==> src/sram_pwr_gate_ctrl.sv <==
// SRAM power-gate sequencer
`timescale 1ns/1ps
`default_nettype none

module sram_pwr_gate_ctrl (
    input  logic clk,
    input  logic clk_rst_n,
    input  logic sleep_req,
    input  logic pwr_enable_b_ret,
    output logic pgcb_isol_en,
    output logic pwr_enable_b,
    output logic mem_ready
);

    localparam logic [2:0] st_awake         = 3'd0;
    localparam logic [2:0] st_isolating     = 3'd1;
    localparam logic [2:0] st_powering_down = 3'd2;
    localparam logic [2:0] st_asleep        = 3'd3;
    localparam logic [2:0] st_powering_up   = 3'd4;

    logic [2:0] state;

    // ********************
    // Sequencer
    // ********************

    // Reset parks the memory asleep so the normal wake sequence brings it up
    always_ff @(posedge clk or negedge clk_rst_n) begin
        if (!clk_rst_n) begin
            state        <= st_asleep;
            pgcb_isol_en <= 1'b1;
            pwr_enable_b <= 1'b1;
            mem_ready    <= 1'b0;
        end else begin
            case (state)
                st_awake: begin
                    if (sleep_req) begin
                        pgcb_isol_en <= 1'b1;
                        mem_ready    <= 1'b0;
                        state        <= st_isolating;
                    end else begin
                        // One cycle after isolation drops on the way up
                        mem_ready <= 1'b1;
                    end
                end
                st_isolating: begin
                    pwr_enable_b <= 1'b1;
                    state        <= st_powering_down;
                end
                st_powering_down: begin
                    // Every bank must be off before a wake may start
                    if (pwr_enable_b_ret) begin
                        state <= st_asleep;
                    end
                end
                st_asleep: begin
                    if (!sleep_req) begin
                        pwr_enable_b <= 1'b0;
                        state        <= st_powering_up;
                    end
                end
                st_powering_up: begin
                    if (!pwr_enable_b_ret) begin
                        pgcb_isol_en <= 1'b0;
                        state        <= st_awake;
                    end
                end
                default: begin
                    state <= st_asleep;
                end
            endcase
        end
    end

    // Ready implies the whole chain has come back and the outputs are connected
    a_ready_means_powered: assert property (
        @(posedge clk) disable iff (!clk_rst_n)
        mem_ready |-> (!pgcb_isol_en && !pwr_enable_b_ret)
    );

endmodule

`default_nettype wire

==> config.mk <==
export PLATFORM = sky130hd
export DESIGN_NAME = sram_pwr_gate_ctrl
export DESIGN_NICKNAME = d
export VERILOG_FILES = /design/src/sram_pwr_gate_ctrl.sv
export SDC_FILE = /design/constraint.sdc
export NUM_CORES = 1
export LEC_CHECK = 0
export ABC_AREA = 1
export BUFFER_PORTS_ARGS = -buffer_cell sky130_fd_sc_hd__buf_2
export CAP_MARGIN = 10
export CORE_AREA = 4 4 41 43
export DETAILED_ROUTE_END_ITERATION = 6
export DIE_AREA = 0 0 45 47
export PLACE_DENSITY = 0.41
export SLEW_MARGIN = 10
export SYNTH_ARGS = -nofsm -noshare
export SYNTH_HDL_FRONTEND = slang
export SYNTH_SLANG_ARGS = --single-unit
==> constraint.sdc <==
create_clock -name clk -period 1.4 [get_ports clk]
set_input_delay 0.28 -clock clk [delete_from_list [all_inputs] [get_ports clk]]
set_output_delay 0.28 -clock clk [all_outputs]
set_load 0.005 [all_outputs]
## Word-level counts from Yosys, hierarchy flattened

Cells that the tools add are included.

- Equal/unequal tests: 8
- Muxes and demuxes: 11
- Reductions and logical operators: 6

Operator list:

| kind | count |
|---|---|
| $pmux W3 S5 | 1 |
| $mux W3 | 4 |
| $ne A2 B2 Y1 const B | 4 |
| $eq A3 B2 Y1 const B | 2 |
| $mux W1 | 4 |
| $pmux W1 S2 | 2 |
| $reduce_and A4 Y1 | 1 |
| $reduce_bool A2 Y1 | 2 |
| $eq A3 B1 Y1 const B | 1 |
| $eq A3 B3 Y1 const B | 1 |
| $logic_not A3 Y1 | 1 |
| $reduce_and A3 Y1 | 1 |
| $reduce_and A2 Y1 | 1 |

- Register bits after elaboration: 6
- Word-level logic and storage cells: 29

## Longest topological paths before layout

Gate-level depths: netlist of run 1.

- Word-level depth: 3
- Mapped depth: 7

## Least setup slack after synthesis of run 1

No wires, ideal clock.

- Path type: reg-to-reg
- Start: reg state[1]
- End: reg pwr_enable_b
- Library setup time: 0.081 ns
- Arrival time: 0.938 ns
- Slack: 0.381 ns
- Stages on the path, launching flop included: 6
- Buffers on the path: 0
- Cell sequence: dfstp_2 inv_1 nor3_1 inv_1 nand2_1 o21ai_1

- Word-level cells in the longest chain between the ends: 3
- Elaborated cells between the ends (all ways): 6

Ends and longest elaborated chain:

| item | line | source |
|---|---|---|
| start, declared | 21 | `logic [2:0] state;` |
| start signal, assigned | 30 | `state <= st_asleep;` |
| start signal, assigned | 40 | `state <= st_isolating;` |
| start signal, assigned | 48 | `state <= st_powering_down;` |
| $eq A3 B2 Y1 / $eq A3 B1 Y1 (equally long branches) | 35 | `case (state)` |
| $ne A2 B2 Y1 (no line) / $reduce_bool A2 Y1 (equally long branches) | - |  |
| $reduce_and A2 Y1 (no line) | - |  |
| end signal, assigned | 32 | `pwr_enable_b <= 1'b1;` |
| end signal, assigned | 47 | `pwr_enable_b <= 1'b1;` |
| end signal, assigned | 58 | `pwr_enable_b <= 1'b0;` |
| end, declared | 11 | `output logic pwr_enable_b,` |

Parallel ways exist; a longest one is shown, timed or not.
A chain may end at the register's enable or synchronous reset.

## Final worst setup path of run 1

- Start: reg pwr_enable_b
- End: out pwr_enable_b

No word-level cell between the ends.

==> impl_metrics.env, run 1 <==
export IMPL_peakVddDrop_v=0.000737
export IMPL_period_share=0.823
export IMPL_setup_viol=0
export IMPL_intPower_w=0.000552
export IMPL_routed_wirelength_um=617
export IMPL_ys_top_cells_by_count="11 x nand2_1, 7 x nor2_1, 5 x inv_1, 4 x dfstp_2"
export IMPL_root_buffer="clkbuf_4"
export IMPL_cts_tree="yes"
export IMPL_postCtsSetupBuffers=0
export IMPL_syn_area_um2=308
export IMPL_avgSynthCellArea_um2=7.69
export IMPL_yosysUniqueCellTypes=15
export IMPL_min_period_ns=1.15
export IMPL_place_port_buffers=6
export IMPL_sequentialPowerShare=0.432
export IMPL_rows=13
export IMPL_die_area_um2=2120
export IMPL_insertion_delay_ns=0.24
export IMPL_path_class="register to output port"
export IMPL_dpl_cell_count=61
export IMPL_yosysMostFrequentCell="nand2_1"
export IMPL_startpoint_type="register"
export IMPL_diodes=0
export IMPL_final_setup_tns_ns=0
export IMPL_path_clk_slew_ns=0.04
export IMPL_grt_pass1_vias=272
export IMPL_clock_power_share=0.173
export IMPL_final_hold_viol_count=0
export IMPL_timing_fmax_ghz=0.867
export IMPL_ios=7
export IMPL_dpl_worst_slack_ns=0.325
export IMPL_synth_async_sr_flop_share=1.00
export IMPL_grt_setup_unrepaired="no"
export IMPL_antenna_found_initial=0
export IMPL_max_stage_delay_ns=0.52
export IMPL_grt_start_max_net_pins=7
export IMPL_cts_sinks=6
export IMPL_ant_nets=0
export IMPL_hold_slack_ns=0.319
export IMPL_initial_core_util=0.237
export IMPL_p_sw_w=0.000348
export IMPL_critical_path_endpoint_type="output port"
export IMPL_dieWidth_um=45
export IMPL_track_usage=0.0722
export IMPL_stdcell_area_um2=389
export IMPL_p_leak_nw=0.203
export IMPL_critPathTopFamily="flip-flops"
export IMPL_wl_per_cell_um=9.49
export IMPL_post_route_cells_drive_above_1_share=0.320
export IMPL_cp_arrival_ns=0.87
export IMPL_maxSlewViolCount=0
export IMPL_synth_seq_cells=6
export IMPL_yosys_area_top_type="dfstp_2"
export IMPL_htreeDepth=1
export IMPL_cts_made_buffers=3
export IMPL_area_delta_synth_final_pct=26.4
export IMPL_worstPathRequired_ns=1.12
export IMPL_switching_share=0.387
export IMPL_syn_nets=44
export IMPL_layout_setup_ws_ns=0.247
export IMPL_grt_overflow=0
export IMPL_cts_path_max_buffers=2
export IMPL_instances_no_fill=65
export IMPL_yosys_warnings=0
export IMPL_relSlewSlack=0.879
export IMPL_power_density_nw_per_um2=2310
export IMPL_place_area_um2=357
export IMPL_cp_cell_sequence="buf_2"
export IMPL_tightest_slew_ns=0.181
export IMPL_drc_errors=0
export IMPL_hpwl_um=513
export IMPL_vias_per_cell=4.38
export IMPL_status="complete, no violations"
export IMPL_yosysSeqAreaShare=0.504
export IMPL_drtIter0Drc=3
export IMPL_maxCapViolCount=0
export IMPL_yosysTopAreaCellShare=0.341
export IMPL_gp_congestion=0.698
export IMPL_coreArea_um2=1300
export IMPL_die_h_um=47
export IMPL_synth_edf_count=0
export IMPL_grt_pass1_wl_mm=1.06
export IMPL_finClkSkew_ns=0.00266
export IMPL_p_comb_frac=0.394
export IMPL_hp_class="input port to register"
export IMPL_synthFlopType="dfstp_2"
export IMPL_dr_pass1_iters=2
export IMPL_num_vias=285
export IMPL_cp_max_fo=2
export IMPL_postSynthCellCount=40
export IMPL_synth_area_top_cells="dfstp_2 34%, dfrtp_1 16%, nand2_1 13%"
export IMPL_cp_num_buf_inv=1
export IMPL_cpMaxStageDelayCell="dfstp_2"
export IMPL_final_nets=56
-- metrics by stage --
| step | util | total power (W) |
|---|---|---|
| final | 0.299 | 0.000900 |
| after global routing | 0.299 | 0.000992 |
| after CTS | 0.299 | 0.000915 |
| after detailed placement | 0.274 | 0.000750 |
| after global placement | 0.274 | 0.000759 |
| after floorplan | - | 0.000642 |
-- placed cells by master, fill, tap and decap left out --
cell type / Yosys / final
nand3_1: 2 / 2
nor2_1: 7 / 7
nand2_1: 11 / 11
a21oi_1: 1 / 1
inv_2: 1 / 1
buf_2: 0 / 6
o21bai_1: 1 / 1
inv_1: 5 / 5
nor2_4: 1 / 1
nor3_1: 1 / 1
dfrtp_1: 2 / 2
o22ai_1: 1 / 1
dfstp_2: 4 / 4
clkbuf_4: 0 / 3
nand2_2: 1 / 1
o21ai_1: 1 / 1
dlygate4sd3_1: 0 / 1
nand4_1: 1 / 1
-- repair_timing --
| action | in CTS | in global routing |
|---|---|---|
| gates resized for setup | 0 | 0 |
| hold endpoints to repair | 2 | 0 |
| hold buffers | 1 | 0 |
-- layer usage --
layer | up-vias | share of wire | global-route usage
li1 | 146 | - | -
met1 | 131 | 0.49 | 0.0828
met2 | 6 | 0.43 | 0.0989
met3 | 2 | 0.071 | 0.0421
met4 | 0 | 0.0065 | 0.0526
met5 | - | 0 | 0
-- registers in the layout, summed over array words and instances (netlist names) --
| signal | cells |
|---|---|
| mem_ready | 1 |
| pgcb_isol_en | 1 |
| pwr_enable_b | 1 |
| state | 3 |
-- worst paths after layout --
kind                                     startpoint                        to  slack, ns  cells after the start
min in group asynchronous                 clk_rst_n      state[2]$_DFFE_PN0P_       0.39                      2
max reg2reg                    state[1]$_DFFE_PN1P_  pwr_enable_b$_DFFE_PN1P_       0.32                      5
min reg2reg                   mem_ready$_DFFE_PN0N_     mem_ready$_DFFE_PN0N_       0.47                      2
max                        pwr_enable_b$_DFFE_PN1P_              pwr_enable_b       0.25                      1
min                                pwr_enable_b_ret  pgcb_isol_en$_DFFE_PN1P_       0.32                      3
max in group asynchronous                 clk_rst_n  pgcb_isol_en$_DFFE_PN1P_       0.79                      2
-- cell type report --
type | instances | area [um2]
fill | 161 | 912
sequential | 6 | 155
multi-input combinational | 28 | 130
timing repair buffer | 7 | 40.0
clock buffer | 3 | 22.5
inverter | 6 | 22.5
tap | 15 | 18.8
-- power by group through the flow --
stage	clock (W)	sequential, W	combinational (W)
3_3_place_gp	0	0.000390	0.000369
6_report	0.000156	0.000389	0.000355
4_1_cts	0.000164	0.000389	0.000362
3_5_place_dp	0	0.000392	0.000358
5_1_grt	0.000171	0.000401	0.000421
2_1_floorplan	0	0.000384	0.000257
-- logic make-up after synthesis --
logic type | Yosys count | share of synthesized area
and+or+nand+nor | 24 | 0.346
buffers and inverters | 6 | 0.0732
DFF | 6 | 0.504
AOI/OAI and AO/OA | 4 | 0.0772
(Power assumes the default switching activity.)
==> run 2, diff against run 1 <==
==> constraint.sdc (replaced) <==
create_clock -name clk -period 1.18 [get_ports clk]
set_input_delay 0.236 -clock clk [delete_from_list [all_inputs] [get_ports clk]]
set_output_delay 0.236 -clock clk [all_outputs]
set_load 0.005 [all_outputs]
==> impl_metrics.env, run 2 (same netlist as run 1, synthesis figures left out) <==
export IMPL_top_register="state"
export IMPL_power_density_nw_per_um2=2760
export IMPL_cp_num_buf_inv=1
export IMPL_setup_viol=0
export IMPL_path_clk_slew_ns=0.04
export IMPL_largest_reg_flops=3
export IMPL_ios=7
export IMPL_htreeDepth=1
export IMPL_dr_pass1_iters=4
export IMPL_vias_per_cell=4.35
export IMPL_final_setup_tns_ns=0
export IMPL_tightest_slew_ns=0.177
export IMPL_cp_cell_sequence="buf_2"
export IMPL_hold_slack_ns=0.275
export IMPL_dieWidth_um=45
export IMPL_ant_nets=0
export IMPL_initial_core_util=0.237
export IMPL_num_vias=283
export IMPL_place_port_buffers=6
export IMPL_mostFrequentLayoutCell="nand2_1"
export IMPL_peakVddDrop_v=0.00108
export IMPL_cp_max_fo=2
export IMPL_die_area_um2=2120
export IMPL_r2r_slack_ns=0.09
export IMPL_timing_fmax_ghz=0.905
export IMPL_finClkSkew_ns=0.00364
export IMPL_postCtsSetupBuffers=0
export IMPL_die_h_um=47
export IMPL_area_delta_synth_final_pct=26.4
export IMPL_max_stage_delay_ns=0.53
export IMPL_path_class="register to output port"
export IMPL_fin_util=0.299
export IMPL_rows=13
export IMPL_grt_overflow=0
export IMPL_root_buffer="clkbuf_4"
export IMPL_critPathTopFamily="flip-flops"
export IMPL_maxSlewViolCount=0
export IMPL_antenna_found_initial=0
export IMPL_grt_pass1_wl_mm=1.00
export IMPL_status="complete, no violations"
export IMPL_routed_wirelength_um=604
export IMPL_maxCapViolCount=0
export IMPL_cts_path_max_buffers=2
export IMPL_drc_errors=0
export IMPL_coreArea_um2=1300
export IMPL_cts_sinks=6
export IMPL_p_leak_nw=0.203
export IMPL_relSlewSlack=0.882
export IMPL_final_nets=56
export IMPL_period_share=0.936
export IMPL_diodes=0
export IMPL_track_usage=0.0659
export IMPL_grt_start_max_net_pins=7
export IMPL_insertion_delay_ns=0.23
export IMPL_hp_class="input port to register"
export IMPL_drtIter0Drc=8
export IMPL_fillers=152
export IMPL_cts_tree="yes"
export IMPL_final_cell_mix="11 x nand2_1, 7 x nor2_1, 6 x buf_2"
export IMPL_cp_arrival_ns=0.87
export IMPL_final_hold_viol_count=0
export IMPL_startpoint_type="register"
export IMPL_hpwl_um=503
export IMPL_critical_path_endpoint_type="output port"
export IMPL_worstPathRequired_ns=0.94
export IMPL_grt_pass1_vias=255
export IMPL_wl_per_cell_um=9.29
export IMPL_cts_made_buffers=3
export IMPL_cpMaxStageDelayCell="dfstp_2"
export IMPL_grt_setup_unrepaired="no"
export IMPL_gp_congestion=0.784
export IMPL_min_period_ns=1.10
export IMPL_post_route_cells_drive_above_1_share=0.320
run 2: per-layer routing:
metal | global-route usage | vias to the layer above | wire length, um
li1 | - | 148 | -
met1 | 0.0855 | 125 | 279
met2 | 0.0960 | 10 | 283
met3 | 0.0115 | 0 | 42
met4 | 0.0526 | 0 | 0
met5 | 0 | - | 0
run 2: worst paths after layout:
path	to	depth (start not counted)	from
max in group asynchronous	state[1]$_DFFE_PN1P_	2	clk_rst_n
worst min register to register	mem_ready$_DFFE_PN0N_	2	mem_ready$_DFFE_PN0N_
worst max-delay path	pwr_enable_b	1	pwr_enable_b$_DFFE_PN1P_
worst min-delay path	pgcb_isol_en$_DFFE_PN1P_	3	pwr_enable_b_ret
worst max register to register	pwr_enable_b$_DFFE_PN1P_	5	state[1]$_DFFE_PN1P_
min in group asynchronous	mem_ready$_DFFE_PN0N_	2	clk_rst_n
run 2: power by group:
group          switching [W]  internal, W
Sequential          0.000107     0.000361
Combinational       0.000249     0.000180
Clock              0.0000609     0.000114
Total               0.000417     0.000655
run 2: through the flow:
stage | setup slack (ns) | cells | area (um2) | power, W
2_1_floorplan | 0.161 | 40 | 308 | 0.000761
3_3_place_gp | 0.0878 | 61 | 357 | 0.000927
3_5_place_dp | 0.0942 | 61 | 357 | 0.000901
4_1_cts | 0.0646 | 65 | 389 | 0.00109
5_1_grt | 0.0111 | 65 | 389 | 0.00118
6_report | 0.0756 | 65 | 389 | 0.00107
run 2: cell type report:
type / instances / area (um2) / area share
Sequential cell: 6 / 155 / 0.399
Multi-Input combinational cell: 28 / 130 / 0.334
Timing Repair Buffer: 7 / 40.0 / 0.103
Clock buffer: 3 / 22.5 / 0.0579
Inverter: 6 / 22.5 / 0.0579
Tap cell: 15 / 18.8 / 0.0482
run 2: what timing repair did:
item	4_1_cts	5_1_grt
gates resized for setup	0	0
hold endpoints to repair	2	0
hold buffers	1	0
